**config.mk**
```make
export PLATFORM = sky130hd
export DESIGN_NAME = boot_loader
export DESIGN_NICKNAME = d
export VERILOG_FILES = /design/src/boot_pkg.sv /design/src/boot_loader.sv
export SDC_FILE = /design/constraint.sdc
export NUM_CORES = 1
export LEC_CHECK = 0
export ABC_AREA = 0
export BUFFER_PORTS_ARGS = -buffer_cell sky130_fd_sc_hd__buf_2
export CAP_MARGIN = 20
export CORE_AREA = 2 2 115 117
export DETAILED_ROUTE_END_ITERATION = 7
export DIE_AREA = 0 0 117 119
export GPL_ROUTABILITY_DRIVEN = 0
export HOLD_SLACK_MARGIN = 0.02
export PLACE_DENSITY = 0.74
export SETUP_SLACK_MARGIN = 0.4
export SYNTH_ARGS = -nofsm -noshare
export SYNTH_HDL_FRONTEND = slang
export SYNTH_SLANG_ARGS = --single-unit
```
**constraint.sdc**
```tcl
create_clock -name clk -period 2.8 [get_ports clk]
set_input_delay 0 -clock clk [delete_from_list [all_inputs] [get_ports clk]]
set_output_delay 0 -clock clk [all_outputs]
set_load 0.01 [all_outputs]
```
**src/boot_pkg.sv**
```systemverilog
package boot_pkg;

    // memory geometry
    localparam int IMEM_ADDR_W = 14;

    // receive fifo sizing
    localparam int RX_FIFO_DEPTH = 4;
    localparam int RX_PTR_W      = $clog2(RX_FIFO_DEPTH);
    localparam int RX_CNT_W      = $clog2(RX_FIFO_DEPTH + 1);  // must hold the full count

    typedef logic [31:0]            word_t;
    typedef logic [31:0]            bus_addr_t;
    typedef logic [7:0]             byte_t;
    typedef logic [IMEM_ADDR_W-1:0] imem_addr_t;

    // spart register map
    localparam bus_addr_t SPART_TX_ADDR = 32'h4000_001C;
    localparam bus_addr_t SPART_RX_ADDR = SPART_TX_ADDR + 32'd1;

    // characters sent back to the host
    localparam byte_t CH_BOOT  = 8'h42;  // 'B'
    localparam byte_t CH_COUNT = 8'h49;  // 'I'
    localparam byte_t CH_ACK   = 8'h41;  // 'A'
    localparam byte_t CH_DONE  = 8'h43;  // 'C'

    typedef enum logic [2:0] {
        SEND_BOOT,
        READ_COUNT,
        SEND_COUNT_ACK,
        READ_INSTR,
        SEND_INSTR_ACK,
        SEND_DONE,
        RUN
    } loader_state_t;

endpackage
```
**src/boot_loader.sv**
```systemverilog
`timescale 1ns/100ps

module boot_loader (
    input  logic                 clk,
    input  logic                 rst_n,

    // bus master towards the spart
    output logic                 bus_write_o,
    output logic                 bus_read_o,
    output boot_pkg::bus_addr_t  bus_addr_o,
    output boot_pkg::word_t      bus_wdata_o,
    input  boot_pkg::word_t      bus_rdata_i,
    input  logic                 bus_ack_i,

    // instruction memory write port
    output logic [3:0]           imem_wr_strb_o,
    output boot_pkg::imem_addr_t imem_wr_addr_o,
    output boot_pkg::word_t      imem_wr_data_o,

    output logic                 cpu_stall_o
);

    boot_pkg::loader_state_t state;
    boot_pkg::loader_state_t next_state;

    logic [1:0]            byte_cnt;      // byte within count or instruction
    boot_pkg::word_t       instr_count;   // number of words to load
    boot_pkg::word_t       rx_words;      // words written so far
    boot_pkg::word_t       rx_words_inc;
    boot_pkg::imem_addr_t  wr_addr;
    boot_pkg::byte_t       instr_b0;
    boot_pkg::byte_t       instr_b1;
    boot_pkg::byte_t       instr_b2;
    boot_pkg::byte_t       rx_byte;

    logic inc_byte;
    logic wr_count;
    logic wr_instr;
    logic word_done;

    assign rx_byte      = bus_rdata_i[7:0];
    assign rx_words_inc = rx_words + 32'd1;

    always_ff @(posedge clk, negedge rst_n) begin
        if (!rst_n)
            state <= boot_pkg::SEND_BOOT;
        else
            state <= next_state;
    end

    always_ff @(posedge clk, negedge rst_n) begin
        if (!rst_n)
            byte_cnt <= 2'd0;
        else if (inc_byte)
            byte_cnt <= byte_cnt + 2'd1;    // wraps after the fourth byte
    end

    // count arrives lsb first
    always_ff @(posedge clk, negedge rst_n) begin
        if (!rst_n)
            instr_count <= '0;
        else if (wr_count)
            instr_count[byte_cnt*8 +: 8] <= rx_byte;
    end

    // lower three bytes of the word under assembly
    always_ff @(posedge clk) begin
        if (wr_instr) begin
            case (byte_cnt)
                2'd0:    instr_b0 <= rx_byte;
                2'd1:    instr_b1 <= rx_byte;
                2'd2:    instr_b2 <= rx_byte;
                default: ;    // top byte goes straight to memory
            endcase
        end
    end

    always_ff @(posedge clk, negedge rst_n) begin
        if (!rst_n) begin
            wr_addr  <= '0;
            rx_words <= '0;
        end else if (word_done) begin
            wr_addr  <= wr_addr + boot_pkg::IMEM_ADDR_W'(1);
            rx_words <= rx_words_inc;
        end
    end

    always_comb begin
        next_state  = state;
        inc_byte    = 1'b0;
        wr_count    = 1'b0;
        wr_instr    = 1'b0;
        word_done   = 1'b0;
        bus_write_o = 1'b0;
        bus_read_o  = 1'b0;
        bus_addr_o  = '0;
        bus_wdata_o = '0;

        case (state)
            boot_pkg::SEND_BOOT: begin
                bus_write_o = 1'b1;
                bus_addr_o  = boot_pkg::SPART_TX_ADDR;
                bus_wdata_o = boot_pkg::word_t'(boot_pkg::CH_BOOT);
                if (bus_ack_i)
                    next_state = boot_pkg::READ_COUNT;
            end

            boot_pkg::READ_COUNT: begin
                bus_read_o = 1'b1;
                bus_addr_o = boot_pkg::SPART_RX_ADDR;
                if (bus_ack_i) begin
                    wr_count = 1'b1;
                    inc_byte = 1'b1;
                    if (byte_cnt == 2'd3)
                        next_state = boot_pkg::READ_INSTR;    // no 'I' after last count byte
                    else
                        next_state = boot_pkg::SEND_COUNT_ACK;
                end
            end

            boot_pkg::SEND_COUNT_ACK: begin
                bus_write_o = 1'b1;
                bus_addr_o  = boot_pkg::SPART_TX_ADDR;
                bus_wdata_o = boot_pkg::word_t'(boot_pkg::CH_COUNT);
                if (bus_ack_i)
                    next_state = boot_pkg::READ_COUNT;
            end

            boot_pkg::READ_INSTR: begin
                bus_read_o = 1'b1;
                bus_addr_o = boot_pkg::SPART_RX_ADDR;
                if (bus_ack_i) begin
                    wr_instr   = 1'b1;
                    inc_byte   = 1'b1;
                    next_state = boot_pkg::SEND_INSTR_ACK;
                    if (byte_cnt == 2'd3) begin
                        word_done = 1'b1;
                        // last byte of the last word gets 'C' instead of 'A'
                        if (rx_words_inc == instr_count)
                            next_state = boot_pkg::SEND_DONE;
                    end
                end
            end

            boot_pkg::SEND_INSTR_ACK: begin
                bus_write_o = 1'b1;
                bus_addr_o  = boot_pkg::SPART_TX_ADDR;
                bus_wdata_o = boot_pkg::word_t'(boot_pkg::CH_ACK);
                if (bus_ack_i)
                    next_state = boot_pkg::READ_INSTR;
            end

            boot_pkg::SEND_DONE: begin
                bus_write_o = 1'b1;
                bus_addr_o  = boot_pkg::SPART_TX_ADDR;
                bus_wdata_o = boot_pkg::word_t'(boot_pkg::CH_DONE);
                if (bus_ack_i)
                    next_state = boot_pkg::RUN;
            end

            default: begin
                next_state = boot_pkg::RUN;    // stays here until reset
            end
        endcase
    end

    // word is written in the ack cycle of its fourth byte
    assign imem_wr_strb_o = word_done ? 4'b1111 : 4'b0000;
    assign imem_wr_addr_o = wr_addr;
    assign imem_wr_data_o = {rx_byte, instr_b2, instr_b1, instr_b0};
    assign cpu_stall_o    = (state != boot_pkg::RUN);

endmodule

```
==> impl_metrics.yaml, run 1 <==
floorplan:
  start_util_pct: 47.3
  num_rows: 42
  io_pins: 152
  core_sq_mm: 0.0129
  die_h_um: 119
  die_area_sq_mm: 0.0139
  die_x_um: 117
setup_path:
  startpoint_type: "flip-flop"
  rrSetupSlack_ns: 0.29
  end_kind: "flip-flop"
  cp_slowest_stage_delay_ns: 0.44
  cp.arrival_ns: 2.78
  slowest_stage: "or4_4"
  crit_type: "flip-flop to flip-flop"
  cp_cell_sequence: "ha_4, nand4_4, nor4_4, buf_4, a31oi_1, a211oi_2, nand4b_1, or4_4, o31ai_4"
  worstPathMaxFanout: 5
  cp.required_ns: 3.07
cells_and_area:
  layout_commonest_cell: "nand2_1"
  multi_input_area_sq_mm: 0.00302
  nFillCells: 1058
  mostFrequentLayoutCells: "105 x nand2_1, 72 x buf_2, 67 x dfrtp_1"
  diodes: 0
  regArea_sq_mm: 0.00282
  final_area_sq_mm: 0.00731
  nets: 777
  syn2layout_area_growth_pct: 20.0
  final_core_util_pct: 56.8
  final_layout_size_suffix_gt1_share_pct: 27.5
clock_network:
  cts.sink_count: 107
  clockRootBuffer: "clkbuf_16"
  cts_buffers: 9
  path_clk_slew_ns: 0.07
  insertion_delay_ns: 0.36
  htree_levels: 3
  clk_path_buf_depth: 2
  cts_tree: "yes"
detailed_routing:
  drc: 0
  first_pass_iters: 4
  postRouteAntennaNets: 0
  vias: 4662
  routed_wl_um: 14300
  wl_per_cell_um: 15.6
  via_per_inst: 5.10
  first_iter_violations: 212
grt:
  grt_overflow: 0
  grtUsageTotal_pct: 20.5
  grt_max_degree: 84
  grt_pass1_vias: 4460
  antenna_found_initial: 0
  grt_first_pass_wirelength_um: 22300
sta:
  fin_tns_setup_ns: 0
  hold_viol: 0
  slew_headroom_pct: 61.8
  report.final.slew_viol_count: 0
  period_share_pct: 89.7
  period_minus_slack_ns: 2.51
  setup-violations-final: 0
  finClkSkew_ns: 0.00927
  fmax_mhz: 398
  rsz0062_at_grt: "yes"
  worstMarginPinSlew_ns: 0.573
power:
  power.leakage_nw: 3.31
  power.density_mw_per_mm2: 701
  ir_drop_uv: 590
synth:
  synth.distinct_cells: 59
  synth.yosys.seq_area_share_pct: 45.9
  yosysWarnings: 0
  synth_top_area_share_pct: 34.1
  yosysTopAreaCell: "dfrtp_1"
  synth_edf_count: 24
  postSynthAreaPerCell_sq_um: 9.68
  synth_area_sq_mm: 0.00609
  ys.flop_type: "dfrtp_1"
  yosys-top-cells-area: "dfrtp_1 34%, edfxtp_1 12%, buf_4 9.2%"
  synth_seq_cells: 107
  synth_cells: 629
  synthArstFlopShare_pct: 77.6
status:
  outcome: "finished, final reports clean"
placement:
  placement.io_buffers: 72
  hpwl_um: 9840
  place_area_sq_mm: 0.00646
job:
  cap_violations: 0
hold_path:
  hp-class: "input pin to async pin"
-- per-stage QoR --
step | total power [mW] | hold WS, ns | setup WS [ns] | cells
after global routing | 5.44 | 0.133 | 0.191 | 914
after floorplan | 3.26 | -0.296 | 0.406 | 683
after global placement | 3.61 | 0.225 | 0.0216 | 858
final | 5.13 | 0.101 | 0.287 | 914
after detailed placement | 3.68 | 0.240 | 0.0279 | 858
after CTS | 5.07 | 0.405 | 0.299 | 897
-- repair_timing --
action,in CTS,in global routing
hold buffers,10,0
pin swaps,12,11
endpoints found under the setup margin,6,16
resized for setup,19,28
endpoints found under the hold margin,140,0
setup buffers,12,16
cloned,1,0
-- sequential cells by signal (all words and copies together) (netlist names) --
signal and count:
imem_wr_addr_o 14, byte_cnt 2, rx_words 32, instr_b0 8, instr_b1 8, state 3, instr_count 32, instr_b2 8
-- per-layer routing --
metal	wire length [um]	vias up	share of wire (%)	GRT usage [%]
met3	1060	30	7.4	5.14
met5	0	-	0	0
met2	6790	202	48	33.2
li1	-	2225	-	-
met1	6020	2205	42	26.9
met4	383	0	2.7	6.32
-- synthesized netlist by cell type, drive strengths merged (4+ instances only) --
master / n
nor2: 31
and4: 5
nand4: 17
buf: 87
nor3: 15
ha: 9
edfxtp: 24
xor2: 32
nand2: 107
nor3b: 4
a21oi: 10
and2: 5
and3: 4
inv: 11
nand3: 21
xnor2: 52
o21ai: 37
clkbuf: 10
nor4: 12
or4: 7
dfrtp: 83
-- worst max-delay path, delay by kind of cell (launching register included) --
family / cells / cell delay [ns]
AND/OR/NAND/NOR: 4 / 1.05
flip-flops: 1 / 0.43
AO/OA/AOI/OAI: 3 / 0.56
buffers and inverters: 1 / 0.19
adder cells (fa/ha/maj): 1 / 0.18
-- cell families (layout without fill, tap and decap cells) --
kind of cell,count (synthesis),after routing,share of synthesized area (%)
AND/OR/NAND/NOR,242,242,20.4
buffers and inverters,109,164,11.6
flip-flops,107,107,45.9
XOR/XNOR,84,84,12.1
AO/OA/AOI/OAI,72,72,7.19
adder cells (fa/ha/maj),9,9,1.85
multiplexers,5,5,0.863
other,1,55,0.0616
-- report_power, final --
group / switching [mW] / total [mW] / internal [mW]
Clock: 0.613 / 1.32 / 0.712
Sequential: 0.292 / 2.16 / 1.86
Combinational: 0.907 / 1.64 / 0.738
-- area by class of cell --
cell class | count | share of cell area (%)
clock inverter | 7 | 1.18
timing repair buffer | 136 | 12.2
sequential | 107 | 38.6
clock buffer | 9 | 3.08
tap | 176 | 3.01
multi-input combinational | 467 | 41.3
inverter | 12 | 0.668
-- worst paths after layout --
path	end	from	cells after the start
max	state[0]	rx_words[0]	9
min	imem_wr_addr_o[13]	rst_n	2
max reg2reg	state[0]	rx_words[0]	9
min reg2reg	imem_wr_addr_o[13]	imem_wr_addr_o[13]	1
max in group asynchronous	byte_cnt[0]	rst_n	3
min in group clk	state[1]	bus_ack_i	3
No activity file was read; power rests on OpenSTA's default activity.
==> run 2: changes to the inputs <==
CORE_AREA = 2 2 110 112   (was 2 2 115 117)
DIE_AREA = 0 0 112 114   (was 0 0 117 119)
PLACE_DENSITY = 0.77   (was 0.74)
clock period = 2.7 ns   (was 2.8 ns; I/O delays follow)
==> impl_metrics.yaml, run 2 (synthesis gave the netlist of run 1 again) <==
sta:
  fmax_mhz: 389
  rsz0062_at_grt: "yes"
  period_minus_slack_ns: 2.57
  setup_ws_ns: 0.132
  whs_ns: 0.124
  fin_tns_setup_ns: 0
  period_share_pct: 95.1
  finClkSkew_ns: 0.00786
  hold_viol: 0
  setup-violations-final: 0
  report.final.slew_viol_count: 0
grt:
  grt_max_degree: 84
  grtUsageTotal_pct: 22.9
  grt_overflow: 0
  antenna_found_initial: 0
  grt_first_pass_wirelength_um: 23000
  grt_pass1_vias: 4664
clock_network:
  path_clk_slew_ns: 0.07
  cts_tree: "yes"
  cts_buffers: 9
  htree_levels: 3
  insertion_delay_ns: 0.36
  clk_path_buf_depth: 2
  cts.sink_count: 107
  clockRootBuffer: "clkbuf_16"
placement:
  placement.io_buffers: 72
  hpwl_um: 10000
  dpl_worst_slack_ns: 0.0214
detailed_routing:
  wl_per_cell_um: 16.4
  first_pass_iters: 5
  postRouteAntennaNets: 0
  via_per_inst: 5.48
  first_iter_violations: 269
  wl_met2_um: 7000
  routed_wl_um: 14600
  vias: 4883
  wl_met3_um: 1270
  top_layer_used: "met4"
  drt-met1-wl_um: 5860
  drc: 0
setup_path:
  timing.rr.start: "rx_words[9]"
  worst-path-buf-inv: 0
  crit_top_cell: "or4_4"
  r2r_cells: 7
  cp_slowest_stage_delay_ns: 0.62
  slowest_stage: "or4_4"
  cp.arrival_ns: 2.84
  r2r-end: "state[0]"
  crit_type: "flip-flop to flip-flop"
  end_kind: "flip-flop"
  cp_cell_sequence: "nand2_4, or4_4, nor4b_4, xnor2_1, nor2_1, or4_4, o31ai_2"
  rrSetupSlack_ns: 0.13
  path_delay_family: "simple AND/OR/NAND/NOR gates"
  cp.required_ns: 2.97
  worstPathMaxFanout: 7
  startpoint_type: "flip-flop"
power:
  power.density_mw_per_mm2: 721
  p_total_mw: 5.25
  power.leakage_nw: 3.30
  ir_drop_uv: 586
cells_and_area:
  nets: 783
  syn2layout_area_growth_pct: 19.4
  layout_commonest_cell: "nand2_1"
  mostFrequentLayoutCells: "105 x nand2_1, 72 x dfrtp_1, 71 x buf_2"
  final_core_util_pct: 62.1
  nFillCells: 944
  multi_input_area_sq_mm: 0.00298
  final_layout_size_suffix_gt1_share_pct: 26.5
  regArea_sq_mm: 0.00281
  diodes: 0
floorplan:
  num_rows: 40
  io_pins: 152
  die_x_um: 112
  die_area_sq_mm: 0.0128
  start_util_pct: 52.0
  core_sq_mm: 0.0117
  die_h_um: 114
status:
  outcome: "finished, final reports clean"
job:
  cap_violations: 0
hold_path:
  hp-class: "input pin to async pin"
## run 2: repair_timing
action / CTS / global route
endpoints found under the setup margin: 5 / 9
pin swaps: 10 / 16
buffers inserted: 16 / 12
endpoints found under the hold margin: 139 / 0
resized for setup: 19 / 17
hold buffers: 10 / 0
## run 2: worst max path at each step
| stage | to | depth (start not counted) | slack (ns) | start |
|---|---|---|---|---|
| after global routing | state[0] | 8 | 0.07 | rx_words[19] |
| after detailed placement | state[0] | 9 | 0.02 | rx_words[1] |
| after CTS | state[0] | 7 | 0.18 | rx_words[5] |
| after floorplan | state[0] | 8 | 0.31 | rx_words[3] |
| after global placement | state[0] | 9 | 0.11 | rx_words[1] |
| final | state[0] | 7 | 0.13 | rx_words[9] |
## run 2: per-layer routing
metal  GRT usage (%)  vias to the layer above
li1                -                     2234
met1            29.1                     2329
met2            37.1                      272
met3            4.94                       48
met4            11.7                        0
met5               0                        -
## run 2: cell type report
class	instances	area share [%]
Multi-Input combinational cell	467	41.0
Sequential cell	107	38.6
Timing Repair Buffer	142	13.2
Clock buffer	9	3.10
Tap cell	147	2.53
Clock inverter	7	0.946
Inverter	12	0.619
## run 2: report_power, final
group          switching [mW]  total, mW  internal, mW
Clock                   0.593       1.31         0.714
Sequential              0.292       2.22          1.93
Combinational           0.955       1.72         0.762
## run 2: metrics by stage
| stage | cell area, sq um | std cells |
|---|---|---|
| finish | 7270 | 891 |
| CTS | 7070 | 878 |
| global route | 7270 | 891 |
| global placement | 6490 | 836 |
| floorplan | 6410 | 683 |
| detailed placement | 6490 | 836 |
## run 2: worst reg2reg max path, delay by kind of cell, from the launching register on
kind / cells / cell delay [ns]
xor+xnor: 1 / 0.17
compound gates: 1 / 0.24
flops: 1 / 0.45
simple gates: 5 / 1.62
