<file path="src/boot_pkg.sv">
package boot_pkg;

    // memory geometry
    localparam int IMEM_ADDR_W = 14;

    // receive fifo sizing
    localparam int RX_FIFO_DEPTH = 4;
    localparam int RX_PTR_W      = $clog2(RX_FIFO_DEPTH);
    localparam int RX_CNT_W      = $clog2(RX_FIFO_DEPTH + 1);  // must hold the full count

    typedef logic [31:0]            word_t;
    typedef logic [31:0]            bus_addr_t;
    typedef logic [7:0]             byte_t;
    typedef logic [IMEM_ADDR_W-1:0] imem_addr_t;

    // spart register map
    localparam bus_addr_t SPART_TX_ADDR = 32'h4000_001C;
    localparam bus_addr_t SPART_RX_ADDR = SPART_TX_ADDR + 32'd1;

    // characters sent back to the host
    localparam byte_t CH_BOOT  = 8'h42;  // 'B'
    localparam byte_t CH_COUNT = 8'h49;  // 'I'
    localparam byte_t CH_ACK   = 8'h41;  // 'A'
    localparam byte_t CH_DONE  = 8'h43;  // 'C'

    typedef enum logic [2:0] {
        SEND_BOOT,
        READ_COUNT,
        SEND_COUNT_ACK,
        READ_INSTR,
        SEND_INSTR_ACK,
        SEND_DONE,
        RUN
    } loader_state_t;

endpackage
</file>
<file path="src/spart.sv">
`timescale 1ns/100ps

module spart (
    input  logic                clk,
    input  logic                rst_n,

    // bus slave
    input  logic                bus_write_i,
    input  logic                bus_read_i,
    input  boot_pkg::bus_addr_t bus_addr_i,
    input  boot_pkg::word_t     bus_wdata_i,
    output boot_pkg::word_t     bus_rdata_o,
    output logic                bus_ack_o,

    // deserialized receive side
    input  logic                rx_valid_i,
    input  boot_pkg::byte_t     rx_data_i,
    output logic                rx_ready_o,

    // transmit side
    output logic                tx_valid_o,
    output boot_pkg::byte_t     tx_data_o,
    input  logic                tx_ready_i
);

    boot_pkg::byte_t                 rx_fifo [boot_pkg::RX_FIFO_DEPTH];
    logic [boot_pkg::RX_PTR_W-1:0]   rx_wr_ptr;
    logic [boot_pkg::RX_PTR_W-1:0]   rx_rd_ptr;
    logic [boot_pkg::RX_CNT_W-1:0]   rx_count;
    logic                            rx_push;
    logic                            rx_pop;
    logic                            rx_empty;

    boot_pkg::byte_t                 tx_hold;
    logic                            tx_full;
    logic                            tx_load;

    boot_pkg::byte_t                 rdata_q;
    logic                            ack_q;
    logic                            rd_req;
    logic                            wr_req;

    // no new request is taken while the previous ack is still out
    assign rd_req = bus_read_i && (bus_addr_i == boot_pkg::SPART_RX_ADDR) && !ack_q;
    assign wr_req = bus_write_i && (bus_addr_i == boot_pkg::SPART_TX_ADDR) && !ack_q;

    assign rx_empty   = (rx_count == '0);
    assign rx_ready_o = (rx_count != boot_pkg::RX_CNT_W'(boot_pkg::RX_FIFO_DEPTH));
    assign rx_push    = rx_valid_i && rx_ready_o;
    assign rx_pop     = rd_req && !rx_empty;    // read waits here for data
    assign tx_load    = wr_req && !tx_full;     // write waits here for room

    // fifo storage
    always_ff @(posedge clk) begin
        if (rx_push)
            rx_fifo[rx_wr_ptr] <= rx_data_i;
    end

    always_ff @(posedge clk, negedge rst_n) begin
        if (!rst_n) begin
            rx_wr_ptr <= '0;
            rx_rd_ptr <= '0;
        end else begin
            if (rx_push)
                rx_wr_ptr <= rx_wr_ptr + boot_pkg::RX_PTR_W'(1);
            if (rx_pop)
                rx_rd_ptr <= rx_rd_ptr + boot_pkg::RX_PTR_W'(1);
        end
    end

    always_ff @(posedge clk, negedge rst_n) begin
        if (!rst_n)
            rx_count <= '0;
        else if (rx_push && !rx_pop)
            rx_count <= rx_count + boot_pkg::RX_CNT_W'(1);
        else if (rx_pop && !rx_push)
            rx_count <= rx_count - boot_pkg::RX_CNT_W'(1);
    end

    // popped byte is presented together with the ack
    always_ff @(posedge clk) begin
        if (rx_pop)
            rdata_q <= rx_fifo[rx_rd_ptr];
        if (tx_load)
            tx_hold <= bus_wdata_i[7:0];
    end

    always_ff @(posedge clk, negedge rst_n) begin
        if (!rst_n)
            tx_full <= 1'b0;
        else if (tx_load)
            tx_full <= 1'b1;
        else if (tx_full && tx_ready_i)
            tx_full <= 1'b0;    // byte taken by the serializer
    end

    always_ff @(posedge clk, negedge rst_n) begin
        if (!rst_n)
            ack_q <= 1'b0;
        else
            ack_q <= rx_pop || tx_load;    // one cycle pulse
    end

    assign bus_ack_o   = ack_q;
    assign bus_rdata_o = boot_pkg::word_t'(rdata_q);
    assign tx_valid_o  = tx_full;
    assign tx_data_o   = tx_hold;

endmodule

</file>
<file path="config.mk">
export PLATFORM = sky130hd
export DESIGN_NAME = spart
export DESIGN_NICKNAME = d
export VERILOG_FILES = /design/src/boot_pkg.sv /design/src/spart.sv
export SDC_FILE = /design/constraint.sdc
export NUM_CORES = 1
export LEC_CHECK = 0
export ABC_AREA = 0
export BUFFER_PORTS_ARGS = -buffer_cell sky130_fd_sc_hd__buf_2
export CAP_MARGIN = 20
export CORE_AREA = 2 2 130 81
export CTS_BUF_LIST = sky130_fd_sc_hd__clkbuf_4 sky130_fd_sc_hd__clkbuf_8
export CTS_CLUSTER_DIAMETER = 40
export DETAILED_ROUTE_END_ITERATION = 10
export DIE_AREA = 0 0 132 83
export SYNTH_ARGS = -nofsm -noshare
export SYNTH_HDL_FRONTEND = slang
export SYNTH_SLANG_ARGS = --single-unit
</file>
<file path="constraint.sdc">
create_clock -name clk -period 2.85 [get_ports clk]
set_input_delay 0.1425 -clock clk [delete_from_list [all_inputs] [get_ports clk]]
set_output_delay 0.1425 -clock clk [all_outputs]
set_load 0.1 [all_outputs]
</file>
==> results by group, run 1 <==
Cells and area
  • Net count reported at finish: 312
  • Post-Route Utilization: 32.13%
  • N_diodes: 0
  • Layout Area Growth over Synthesis: 30.20%
  • FILL cells: around 960
  • Share of cells above drive strength 1: a little over two fifths

Worst setup path
  • CP Max Fanout: 4
  • Worst setup SP type: flop
  • CP required: around 3.1 ns
  • Reg2reg path depth: 8
  • CP bufs+invs: 1
  • Reg-to-reg endpoint: rx_count[2]
  • Slowest cell delay on critical path: 0.58 ns
  • Worst Setup EP: rx_count[2]
  • Worst path slowest cell: o311ai_0
  • Critical R2R Launch: rx_count[0]
  • CP Capture Type: flop
  • Worst Path Arrival: 2.59 ns
  • R2r setup slk: 0.51 ns
  • Top cell family by delay on the critical path: compound AO/OA/AOI/OAI gates
  • Crit-path most repeated cell: xor2_1
  • Cell depth of the worst setup path: 8
  • Crit path from: rx_count[0]
  • CP Cell Sequence: o311ai_0 > or3_4 > ha_1 > inv_1 > fa_1 > xor2_1 > nor2_1 > xor2_1
  • Crit Path Class: flop to flop

CTS
  • CTS tree: done
  • CTS clk-pin slew, worst paths: 0.06 ns
  • H-tree lvl count: 3
  • Count of cells resized by post-cts repair: 0
  • Cts bufs inserted: 9
  • Root buf cell: clkbuf_8
  • Sink Count: 57
  • Skew-Pair Late Insertion Delay: 0.32 ns
  • Post-CTS setup buffer count: 0
  • Clock Tree Buf Depth: 2

Timing
  • Slew at the pin closest to its max-slew limit: just over 0.6 ns
  • Worst slew margin relative to its limit: 59.14%
  • Crit path time final: 2.340 ns
  • Post-Route Setup TNS: 0 ns
  • Final period util: 82.11%
  • Clk_skew: between 0.009 and 0.01 ns
  • FMAX: between 400 and 500 MHz
  • Max Slew Vio Count: 0
  • RSZ-0062 raised after global routing: no
  • Min Hold Slack: 0.04328 ns
  • Final setup fails: 0
  • Final Hold Viols: 0

Outcome
  • Status: completed

Route
  • Wire length per cell: 12.00 microns
  • ANT nets after route: 0
  • Vias per cell: between 3 and 4
  • Vias: approximately 1300
  • WL final: ~4400 microns
  • Drt first pass iters: 4
  • Residual DRC: 0
  • 1st-iter DRT viols: 55

Synthesis
  • Most area-hungry cell type in the Yosys netlist: edfxtp_1
  • Synth Register Bits: 57
  • Synth top area cells: edfxtp_1 60%, dfrtp_1 9.4%, buf_4 7.5%
  • Seq/Total Area, Yosys: 69.59%
  • Post-synth top area share: 60.19%
  • Ys Warns: 0
  • Syn_area_per_cell: between 15 and 20 sq um
  • Synth unique cells: 29
  • Synth Cell Area: between 2000 and 2500 sq um
  • Post-Syn Instances: 137

Floorplan
  • Initial Util: 24.68%
  • # rows: 28
  • Core area: approximately 9700 sq um
  • DIE AREA: around 11000 sq um
  • Num ports: between 100 and 150
  • Die height: between 80 and 90 microns
  • Die width: ~130 microns

Placement
  • Port bufs: slightly above 70
  • DP HPWL: approximately 3300 microns
  • GPL Wtd Cong: 0.6890

Global route
  • First-pass GRT wire length: ~7000 microns
  • GRT overflow: 0
  • Gr usage total: ~8.6%
  • Initial antenna violation count: 0
  • Largest net degree at the start of global routing: 10
  • Vias in the first global route: between 1000 and 1500

Min path
  • Min-delay worst type: primary input to flop
  • Worst hold start: rx_data_i[0]

Pwr
  • Power Total: 2283 uW
  • Leakage power: 0.001266 uW
  • PwrDens: 732.1 nW/um^2
  • Max IR drop VDD: between 0.2 and 0.3 mV

Flow run
  • Max Cap Viol: 0
[metal layers]
metal  routed length [microns]  track usage, %  up-vias
met2                      2170           13.35       34
met5                         0               0        -
met1                      1915           10.12      640
li1                          -               -      653
met3                       331           5.678        0
met4                         0           1.186        0
[what timing repair did]
item,CTS,global route
endpoints found under the setup margin,0,0
hold buffers,10,0
hold endpoints to repair,18,0
[registers in the layout, indices dropped and copies added (netlist names)]
register and flops:
rx_fifo 32, rdata_q 8, tx_data_o 8, rx_count 3, rx_rd_ptr 2, rx_wr_ptr 2
bus_ack_o 1, tx_valid_o 1
[logic make-up after synthesis]
kind of cell | after synthesis | share of synthesized area (%)
flops | 57 | 69.59
xor+xnor | 6 | 2.195
other cells | 1 | 0.1566
compound gates | 3 | 0.9930
fa+ha+maj | 6 | 3.448
buf+inv | 32 | 8.881
mux | 10 | 8.464
simple gates | 22 | 6.269
[cell type report]
type	instances	area (sq um)	area share, %
multi-input combinational	71	601.8	19.30
sequential	57	1667	53.45
inverter	6	23.77	0.7624
timing repair buffer	83	467.9	15.01
clock buffer	16	188.9	6.059
tap	135	168.9	5.417
[metrics by stage]
| step | instances | instance area, sq um | setup slack (ns) |
|---|---|---|---|
| final | 368 | 3118 | 0.5099 |
| after global routing | 368 | 3118 | 0.2747 |
| after CTS | 368 | 3118 | 0.4996 |
| after detailed placement | 342 | 2829 | 0.5106 |
| after global placement | 342 | 2829 | 0.5348 |
| after floorplan | 160 | 2481 | 0.2173 |
[worst min path at each step]
stage	to	cells after the start
6_report	rx_fifo[0][0]	1
5_1_grt	rx_fifo[2][3]	1
4_1_cts	rx_fifo[2][3]	1
3_5_place_dp	rx_wr_ptr[1]	1
3_3_place_gp	rx_wr_ptr[1]	1
2_1_floorplan	bus_ack_o	0
[cells in the final DEF, fill, tap and decap left out]
cell type,n
buf_2,72
edfxtp_1,48
conb_1,24
clkbuf_8,11
dlygate4sd3_1,10
dfrtp_1,9
mux4_2,8
nor4_1,6
inv_1,5
ha_1,5
clkbuf_4,5
and3_1,4
xnor2_1,3
xor2_1,3
nor2_1,2
nand4_1,2
mux2_2,2
nand2_1,1
and2_0,1
o311ai_0,1
nor4b_2,1
nor4bb_1,1
nor4b_1,1
or3_4,1
clkinv_2,1
nand3b_1,1
nor3_1,1
a211oi_1,1
o21bai_1,1
fa_1,1
buf_4,1
[cells in the mapped netlist]
cell / number
edfxtp_1: 48
buf_4: 24
dfrtp_1: 9
mux4_2: 8
nor4_1: 6
ha_1: 5
inv_1: 5
and3_1: 4
xnor2_1: 3
xor2_1: 3
mux2_2: 2
nand4_1: 2
nor2_1: 2
a211oi_1: 1
and2_0: 1
buf_1: 1
buf_2: 1
clkinv_2: 1
conb_1: 1
fa_1: 1
nand2_1: 1
nand3b_1: 1
nor3_1: 1
nor4b_1: 1
nor4b_2: 1
nor4bb_1: 1
o21bai_1: 1
o311ai_0: 1
or3_4: 1
[power breakdown]
group | total [uW] | leakage, uW | internal [uW] | switching (uW)
registers | 1110 | 0.000546 | 1050 | 59.6
clock network | 692 | 0.000102 | 413 | 280
logic | 481 | 0.000619 | 150 | 331
Note: power is estimated with default switching activity, not from simulation.
==> inputs of run 2 (changes only) <==
--- a/config.mk
+++ b/config.mk
@@ -5,14 +5,14 @@
 export SDC_FILE = /design/constraint.sdc
 export NUM_CORES = 1
 export LEC_CHECK = 0
-export ABC_AREA = 0
+export ABC_AREA = 1
 export BUFFER_PORTS_ARGS = -buffer_cell sky130_fd_sc_hd__buf_2
 export CAP_MARGIN = 20
-export CORE_AREA = 2 2 130 81
+export CORE_AREA = 2 2 137 86
 export CTS_BUF_LIST = sky130_fd_sc_hd__clkbuf_4 sky130_fd_sc_hd__clkbuf_8
 export CTS_CLUSTER_DIAMETER = 40
 export DETAILED_ROUTE_END_ITERATION = 10
-export DIE_AREA = 0 0 132 83
+export DIE_AREA = 0 0 139 88
 export SYNTH_ARGS = -nofsm -noshare
 export SYNTH_HDL_FRONTEND = slang
 export SYNTH_SLANG_ARGS = --single-unit
==> constraint.sdc (replaced) <==
create_clock -name clk -period 2.35 [get_ports clk]
set_input_delay 0.1175 -clock clk [delete_from_list [all_inputs] [get_ports clk]]
set_output_delay 0.1175 -clock clk [all_outputs]
set_load 0.1 [all_outputs]
==> run 2 against run 1 <==
Net effect:
- die area is 12% higher
- wire length is 20% higher
- design area is 12% higher
==> results by group, run 2 <==
Route
  • Wire length per cell: 10.55 microns (was 12.00 microns)
  • Vias: 1863 (was 1327)
  • 1st-iter DRT viols: 77 (was 55)
  • Drt first pass iters: 4 (unchanged)
  • Vias per cell: 3.696 (was 3.606)
  • Residual DRC: 0 (unchanged)
  • ANT nets after route: 0 (unchanged)
  • WL final: 5317 microns (was 4417 microns)

Worst setup path
  • Worst setup SP type: flop (unchanged)
  • Reg2reg path depth: 10 (was 8)
  • Reg-to-reg endpoint: rx_count[1] (was rx_count[2])
  • CP required: 2.56 ns (was 3.10 ns)
  • Critical R2R Launch: bus_ack_o (was rx_count[0])
  • R2r setup slk: 0.22 ns (was 0.51 ns)
  • CP Max Fanout: 4 (unchanged)
  • Worst Path Arrival: 2.34 ns (was 2.59 ns)
  • CP Capture Type: flop (unchanged)
  • Crit path from: bus_ack_o (was rx_count[0])
  • Crit Path Class: flop to flop (unchanged)

Timing
  • Final setup fails: 0 (unchanged)
  • RSZ-0062 raised after global routing: no (unchanged)
  • Final Hold Viols: 0 (unchanged)
  • Min Hold Slack: 0.01480 ns (was 0.04328 ns)
  • Crit path time final: 2.126 ns (was 2.340 ns)
  • Slew at the pin closest to its max-slew limit: 0.5416 ns (was 0.6053 ns)
  • Post-Route Setup TNS: 0 ns (unchanged)
  • Worst slew margin relative to its limit: 63.89% (was 59.14%)
  • Clk_skew: 0.007158 ns (was 0.009864 ns)
  • Max Slew Vio Count: 0 (unchanged)
  • FMAX: 470.3 MHz (was 427.3 MHz)
  • Final period util: 90.47% (was 82.11%)

Cells and area
  • Share of cells above drive strength 1: 28.41% (was 43.78%)
  • Commonest non-fill, non-tap cell in the layout: buf_2 (unchanged)
  • Layout Area Growth over Synthesis: 29.73% (was 30.20%)
  • Max reg flops: 32 (unchanged)
  • Most frequent cells in the layout: 72 x buf_2, 52 x nor2_1, 48 x edfxtp_1 (was 72 x buf_2, 48 x edfxtp_1, 24 x conb_1)
  • Register name with the most flops: rx_fifo (unchanged)
  • Post-Route Utilization: 31.78% (was 32.13%)
  • Net count reported at finish: 438 (was 312)

Synthesis
  • Synth unique cells: 26 (was 29)
  • Most common cell in the netlist: nor2_1 (was edfxtp_1)
  • Post-synth top area share: 53.68% (was 60.19%)
  • Dominant synthesized flop cell: edfxtp_1 (unchanged)
  • Post-Syn Instances: 258 (was 137)
  • Synth top area cells: edfxtp_1 54%, dfrtp_1 8.4%, nor2_1 7.3% (was edfxtp_1 60%, dfrtp_1 9.4%, buf_4 7.5%)
  • Post-synth top cells: 52 x nor2_1, 48 x edfxtp_1, 36 x inv_1, 34 x nand2_1, 24 x buf_4 (was 48 x edfxtp_1, 24 x buf_4, 9 x dfrtp_1, 8 x mux4_2, 6 x nor4_1)
  • Synth Cell Area: 2685 sq um (was 2395 sq um)
  • Syn_area_per_cell: 10.41 sq um (was 17.48 sq um)
  • Most area-hungry cell type in the Yosys netlist: edfxtp_1 (unchanged)
  • Ys Warns: 0 (unchanged)
  • Seq/Total Area, Yosys: 62.07% (was 69.59%)
  • Synth Register Bits: 57 (unchanged)
  • Ys async rst share: 15.79% (unchanged)
  • Post-synth EDFFs: 48 (unchanged)

Min path
  • Min-delay worst type: primary input to flop (unchanged)
  • Hold Crit Depth: 1 (unchanged)
  • Worst hold endpoint: rx_fifo[0][7] (was rx_fifo[0][0])
  • Worst hold start: rx_data_i[7] (was rx_data_i[0])

Global route
  • Largest net degree at the start of global routing: 19 (was 10)
  • Gr usage total: 8.938% (was 8.576%)
  • Vias in the first global route: 1877 (was 1403)
  • First-pass GRT wire length: 8576 microns (was 7044 microns)
  • GRT overflow: 0 (unchanged)
  • Initial antenna violation count: 1 (was 0)

Floorplan
  • # rows: 30 (was 28)
  • DIE AREA: 12230 sq um (was 10960 sq um)
  • Num ports: 121 (unchanged)
  • Die width: 139 microns (was 132 microns)
  • Die height: 88 microns (was 83 microns)
  • Initial Util: 24.50% (was 24.68%)
  • Core area: 10960 sq um (was 9704 sq um)

Flow run
  • Max Cap Viol: 0 (unchanged)

Placement
  • GPL Wtd Cong: 0.7687 (was 0.6890)
  • DP HPWL: 4057 microns (was 3332 microns)
  • Port bufs: 72 (unchanged)

CTS
  • Cts bufs inserted: 9 (unchanged)
  • Clock Tree Buf Depth: 2 (unchanged)
  • Skew-Pair Late Insertion Delay: 0.32 ns (about the same)
  • CTS clk-pin slew, worst paths: 0.07 ns (was 0.06 ns)
  • Sink Count: 57 (unchanged)
  • CTS tree: done (unchanged)
  • Root buf cell: clkbuf_8 (unchanged)
  • H-tree lvl count: 3 (unchanged)

Pwr
  • Max IR drop VDD: 0.3237 mV (was 0.2968 mV)
  • PwrDens: 830.7 nW/um^2 (was 732.1 nW/um^2)
  • Leakage power: 0.001518 uW (was 0.001266 uW)

Outcome
  • Status: completed (unchanged)
-- run 2: cell count changes in the layout (fill, tap and decap cells not counted), moves of 3 or more --
cell | previous run | this run
o22ai_1 | 0 | 8
dlygate4sd3_1 | 10 | 13
nor2_1 | 2 | 52
clkbuf_4 | 5 | 1
inv_1 | 5 | 36
buf_4 | 1 | 4
mux4_2 | 8 | 0
and3_1 | 4 | 0
nand2_1 | 1 | 33
o21ai_0 | 0 | 19
nor4_1 | 6 | 0
-- run 2: where the power goes --
group,internal (uW),switching [uW]
Sequential,1270,66.1
Combinational,199,469
Clock,504,386
Total,1970,922
-- run 2: timing repair --
| action | in CTS | in global routing |
|---|---|---|
| hold buffers | 13 | 0 |
| endpoints found under the hold margin | 29 | 0 |
| setup endpoints to repair | 0 | 0 |
| gates resized for setup | 0 | 0 |
| buffers inserted | 0 | 0 |
-- run 2: critical path, stage by stage (launching register included) --
cell and delay (ns):
dfrtp_2 0.42, nor2_1 0.10, nand2_1 0.05, nor2_1 0.10, nand2_1 0.10, nor2_4 0.16
nand3_4 0.10, ha_1 0.19, inv_1 0.09, fa_1 0.42, mux2_2 0.27
-- run 2: cell type report --
class / count / area [sq um]
Fill cell: 1127 / 7477
Sequential cell: 57 / 1668
Multi-Input combinational cell: 159 / 770.7
Timing Repair Buffer: 89 / 520.5
Tap cell: 144 / 180.2
Inverter: 38 / 142.6
Clock buffer: 10 / 131.4
Clock inverter: 6 / 67.56
Antenna cell: 1 / 2.502
-- run 2: kinds of logic (layout without fill, tap and decap cells) --
group,count (synthesis),in the layout,synth area share (%)
buffers and inverters,65,143,12.53
flip-flops,57,57,62.07
multiplexers,1,1,0.4194
AO/OA/AOI/OAI,29,29,5.918
XOR/XNOR,3,3,0.9787
adder cells (fa/ha/maj),6,6,3.076
other,1,25,0.1397
AND/OR/NAND/NOR,96,96,14.86
-- run 2: how the worst max path moves through the flow --
stage             endpoint  slack, ns
6_report       rx_count[1]       0.22
5_1_grt        rx_count[1]       0.03
4_1_cts        rx_count[1]       0.22
3_5_place_dp   rx_count[1]       0.23
3_3_place_gp   rx_count[1]       0.27
2_1_floorplan  rx_count[1]       0.05
-- run 2: per-layer routing --
metal | wire length, microns | track usage, %
met1 | 2533 | 11.01
met4 | 55 | 3.306
met5 | 0 | 0
met3 | 317 | 3.280
met2 | 2411 | 14.64
-- run 2: through the flow --
stage               instance area (sq um)  setup slack (ns)  cells  power [uW]
global route                         3481           0.02834    503        3055
CTS                                  3481            0.2177    503        2939
finish                               3483            0.2239    504        2894
floorplan                            2775           0.04621    281        1860
detailed placement                   3152            0.2315    474        2017
global placement                     3152            0.2704    474        1991
==> inputs of run 3 (changes only) <==
--- a/config.mk
+++ b/config.mk
@@ -5,14 +5,14 @@
 export SDC_FILE = /design/constraint.sdc
 export NUM_CORES = 1
 export LEC_CHECK = 0
-export ABC_AREA = 1
+export ABC_AREA = 0
 export BUFFER_PORTS_ARGS = -buffer_cell sky130_fd_sc_hd__buf_2
 export CAP_MARGIN = 20
-export CORE_AREA = 2 2 137 86
+export CORE_AREA = 2 2 130 81
 export CTS_BUF_LIST = sky130_fd_sc_hd__clkbuf_4 sky130_fd_sc_hd__clkbuf_8
 export CTS_CLUSTER_DIAMETER = 40
 export DETAILED_ROUTE_END_ITERATION = 10
-export DIE_AREA = 0 0 139 88
+export DIE_AREA = 0 0 132 83
 export SYNTH_ARGS = -nofsm -noshare
 export SYNTH_HDL_FRONTEND = slang
 export SYNTH_SLANG_ARGS = --single-unit
==> run 3 against run 2 <==
Net effect:
- global-route usage hardly changed
- critical endpoint unchanged
- wire length is 13% lower
- highest routed layer unchanged
- final cell count is 25% lower
- total power is 3.1% lower
- clock-buffer cell count is 1 lower
- sequential share of layout area is 4.0 points higher
- sequential power hardly changed
- first-iteration DRC count is 26% lower
==> results by group, run 3 (synthesis results as in run 1) <==
Outcome
  • Status: completed (unchanged)

Route
  • Wire length per cell: 12.19 microns (was 10.55 microns)
  • Residual DRC: 0 (unchanged)
  • WL final: 4606 microns (was 5317 microns)
  • Vias per cell: 3.638 (was 3.696)
  • ANT nets after route: 0 (unchanged)
  • 1st-iter DRT viols: 57 (was 77)
  • Drt first pass iters: 4 (unchanged)
  • Vias: 1375 (was 1863)

Placement
  • Port bufs: 72 (unchanged)
  • DP HPWL: 3436 microns (was 4057 microns)
  • GPL Wtd Cong: 0.6934 (was 0.7687)
  • Placed cells: 345 (was 474)
  • Worst slack, placed: 0.04265 ns (was 0.2315 ns)

Worst setup path
  • Crit Path Class: flop to flop (unchanged)
  • CP Capture Type: flop (unchanged)
  • Worst Path Arrival: 2.42 ns (was 2.34 ns)
  • Worst path slowest cell: dfrtp_4 (was dfrtp_2)
  • CP Cell Sequence: nor4_2 > nand4_1 > or3_4 > ha_2 > inv_1 > fa_1 > mux2_2 (was nor2_1 > nand2_1 > nor2_1 > nand2_1 > nor2_4 > nand3_4 > ha_1 > inv_1 > fa_1 > mux2_2)
  • Slowest cell delay on critical path: 0.48 ns (was 0.42 ns)
  • Worst setup SP type: flop (unchanged)
  • CP Max Fanout: 2 (was 4)
  • CP required: 2.57 ns (was 2.56 ns)

CTS
  • Skew-Pair Late Insertion Delay: 0.33 ns (was 0.32 ns)
  • CTS clk-pin slew, worst paths: 0.06 ns (was 0.07 ns)
  • Root buf cell: clkbuf_8 (unchanged)
  • Sink Count: 57 (unchanged)
  • CTS tree: done (unchanged)
  • Clock Tree Buf Depth: 2 (unchanged)
  • Post-CTS setup buffer count: 0 (unchanged)
  • H-tree lvl count: 3 (unchanged)
  • Cts bufs inserted: 9 (unchanged)

Global route
  • Met1 global-route usage: 10.43% (was 11.01%)
  • Largest net degree at the start of global routing: 11 (was 19)
  • First-pass GRT wire length: 7341 microns (was 8576 microns)
  • Gr usage total: 8.932% (was 8.938%)
  • GR Util met3: 5.250% (was 3.280%)
  • Routing usage on met2: 13.73% (was 14.64%)
  • GRT overflow: 0 (unchanged)
  • Vias in the first global route: 1454 (was 1877)
  • Most Crowded Layer GR: met2 (unchanged)
  • Initial antenna violation count: 0 (was 1)

Cells and area
  • Post-Route Utilization: 33.20% (was 31.78%)
  • Share of cells above drive strength 1: 44.44% (was 28.41%)
  • Net count reported at finish: 322 (was 438)
  • Layout Area Growth over Synthesis: 34.53% (was 29.73%)
  • Most frequent cells in the layout: 72 x buf_2, 48 x edfxtp_1, 24 x conb_1 (was 72 x buf_2, 52 x nor2_1, 48 x edfxtp_1)
  • FILL cells: 976 (was 1127)
  • Max reg flops: 32 (unchanged)
  • Commonest non-fill, non-tap cell in the layout: buf_2 (unchanged)
  • Cell Count, Final, Fillers Out: 378 (was 504)
  • N_diodes: 0 (was 1)
  • Register name with the most flops: rx_fifo (unchanged)

Pwr
  • Sw frac: 30.61% (was 31.85%)
  • Comb pwr share: 21.4% (was 23.1%)
  • Clock share of power: 30.7% (was 30.8%)
  • Max IR drop VDD: 0.3383 mV (was 0.3237 mV)
  • Sequential Power Share: 47.9% (was 46.1%)
  • Switching power: 857.9 uW (was 921.6 uW)
  • Internal power: 1945 uW (was 1972 uW)
  • Leakage power: 0.001301 uW (was 0.001518 uW)
  • PwrDens: 870.0 nW/um^2 (was 830.7 nW/um^2)

Floorplan
  • Num ports: 121 (unchanged)
  • # rows: 28 (was 30)
  • Die height: 83 microns (was 88 microns)
  • Die width: 132 microns (was 139 microns)
  • Initial Util: 24.68% (was 24.50%)
  • Core area: 9704 sq um (was 10960 sq um)
  • DIE AREA: 10960 sq um (was 12230 sq um)

Timing
  • Final Hold Viols: 0 (unchanged)
  • FMAX: 454.3 MHz (was 470.3 MHz)
  • Final setup fails: 0 (unchanged)
  • Min Hold Slack: 0.01753 ns (was 0.01480 ns)
  • Max Slew Vio Count: 0 (unchanged)
  • Worst slew margin relative to its limit: 62.56% (was 63.89%)
  • Final period util: 93.67% (was 90.47%)
  • Clk_skew: 0.008862 ns (was 0.007158 ns)
  • Crit path time final: 2.201 ns (was 2.126 ns)
  • Final worst setup slack: 0.1488 ns (was 0.2239 ns)
  • Slew at the pin closest to its max-slew limit: 0.5617 ns (was 0.5416 ns)
  • RSZ-0062 raised after global routing: no (unchanged)

Flow run
  • Max Cap Viol: 0 (unchanged)

Min path
  • Min-delay worst type: primary input to flop (unchanged)
==> run 3: cell count changes in the layout (fill, tap and decap cells not counted), sizes merged, moves of 6 or more <==
| cell | previous run | this run |
|---|---|---|
| inv | 39 | 5 |
| o21ai | 19 | 0 |
| nor2 | 55 | 2 |
| nor4 | 0 | 6 |
| o22ai | 8 | 0 |
| mux4 | 0 | 8 |
| nand2 | 34 | 1 |
==> run 3: final timing paths <==
path                              start       endpoint  slack [ns]  cells past startpoint
min in group asynchronous         rst_n    rx_count[1]        0.17                      2
setup reg to reg              bus_ack_o    rx_count[1]        0.15                      7
setup / recovery              bus_ack_o    rx_count[1]        0.15                      7
hold / removal             rx_data_i[1]  rx_fifo[0][1]        0.02                      1
hold reg to reg             rx_count[2]    rx_count[2]        0.52                      1
max in group asynchronous         rst_n      bus_ack_o        1.96                      2
==> run 3: repair_timing <==
item                       4_1_cts  5_1_grt
setup endpoints to repair        0        2
gates resized for setup          0        3
hold endpoints to repair        37        6
hold buffers                    15        2
==> run 3: power groups by stage <==
stage	Sequential (uW)	Clock, uW	Combinational (uW)
after global placement	1360	0	576
after detailed placement	1360	0	588
after floorplan	1340	0	487
after CTS	1340	895	609
after global routing	1360	941	666
final	1340	861	601
==> run 3: stage by stage <==
stage,area [sq um],power (uW),setup TNS (ns)
detailed placement,2858,1951,0
floorplan,2487,1831,-0.05722
global route,3222,2966,0
finish,3222,2803,0
global placement,2858,1934,0
CTS,3193,2846,0
==> run 3: layout make-up <==
class                   instances  area [sq um]  share of cell area [%]
clock buffers                   9         123.9                   3.845
clock inverters                 7         61.31                   1.903
inverters                       6         23.77                  0.7379
multi-input cells              71         613.1                   19.03
flip-flops and latches         57          1670                   51.84
well taps                     135         168.9                   5.243
repair buffers                 93         560.5                   17.40
==> run 3: critical path: cells and delay by family (launching register included) <==
family | cells | cell delay [ns]
flip-flops | 1 | 0.48
multiplexers | 1 | 0.27
adder cells (fa/ha/maj) | 2 | 0.59
AND/OR/NAND/NOR | 3 | 0.69
buffers and inverters | 1 | 0.07
==> run 3: per-layer routing <==
layer | vias to the layer above | wire, microns
met1 | 657 | 1997
li1 | 674 | -
met2 | 39 | 2225
met4 | 0 | 40
met3 | 5 | 342
met5 | - | 0
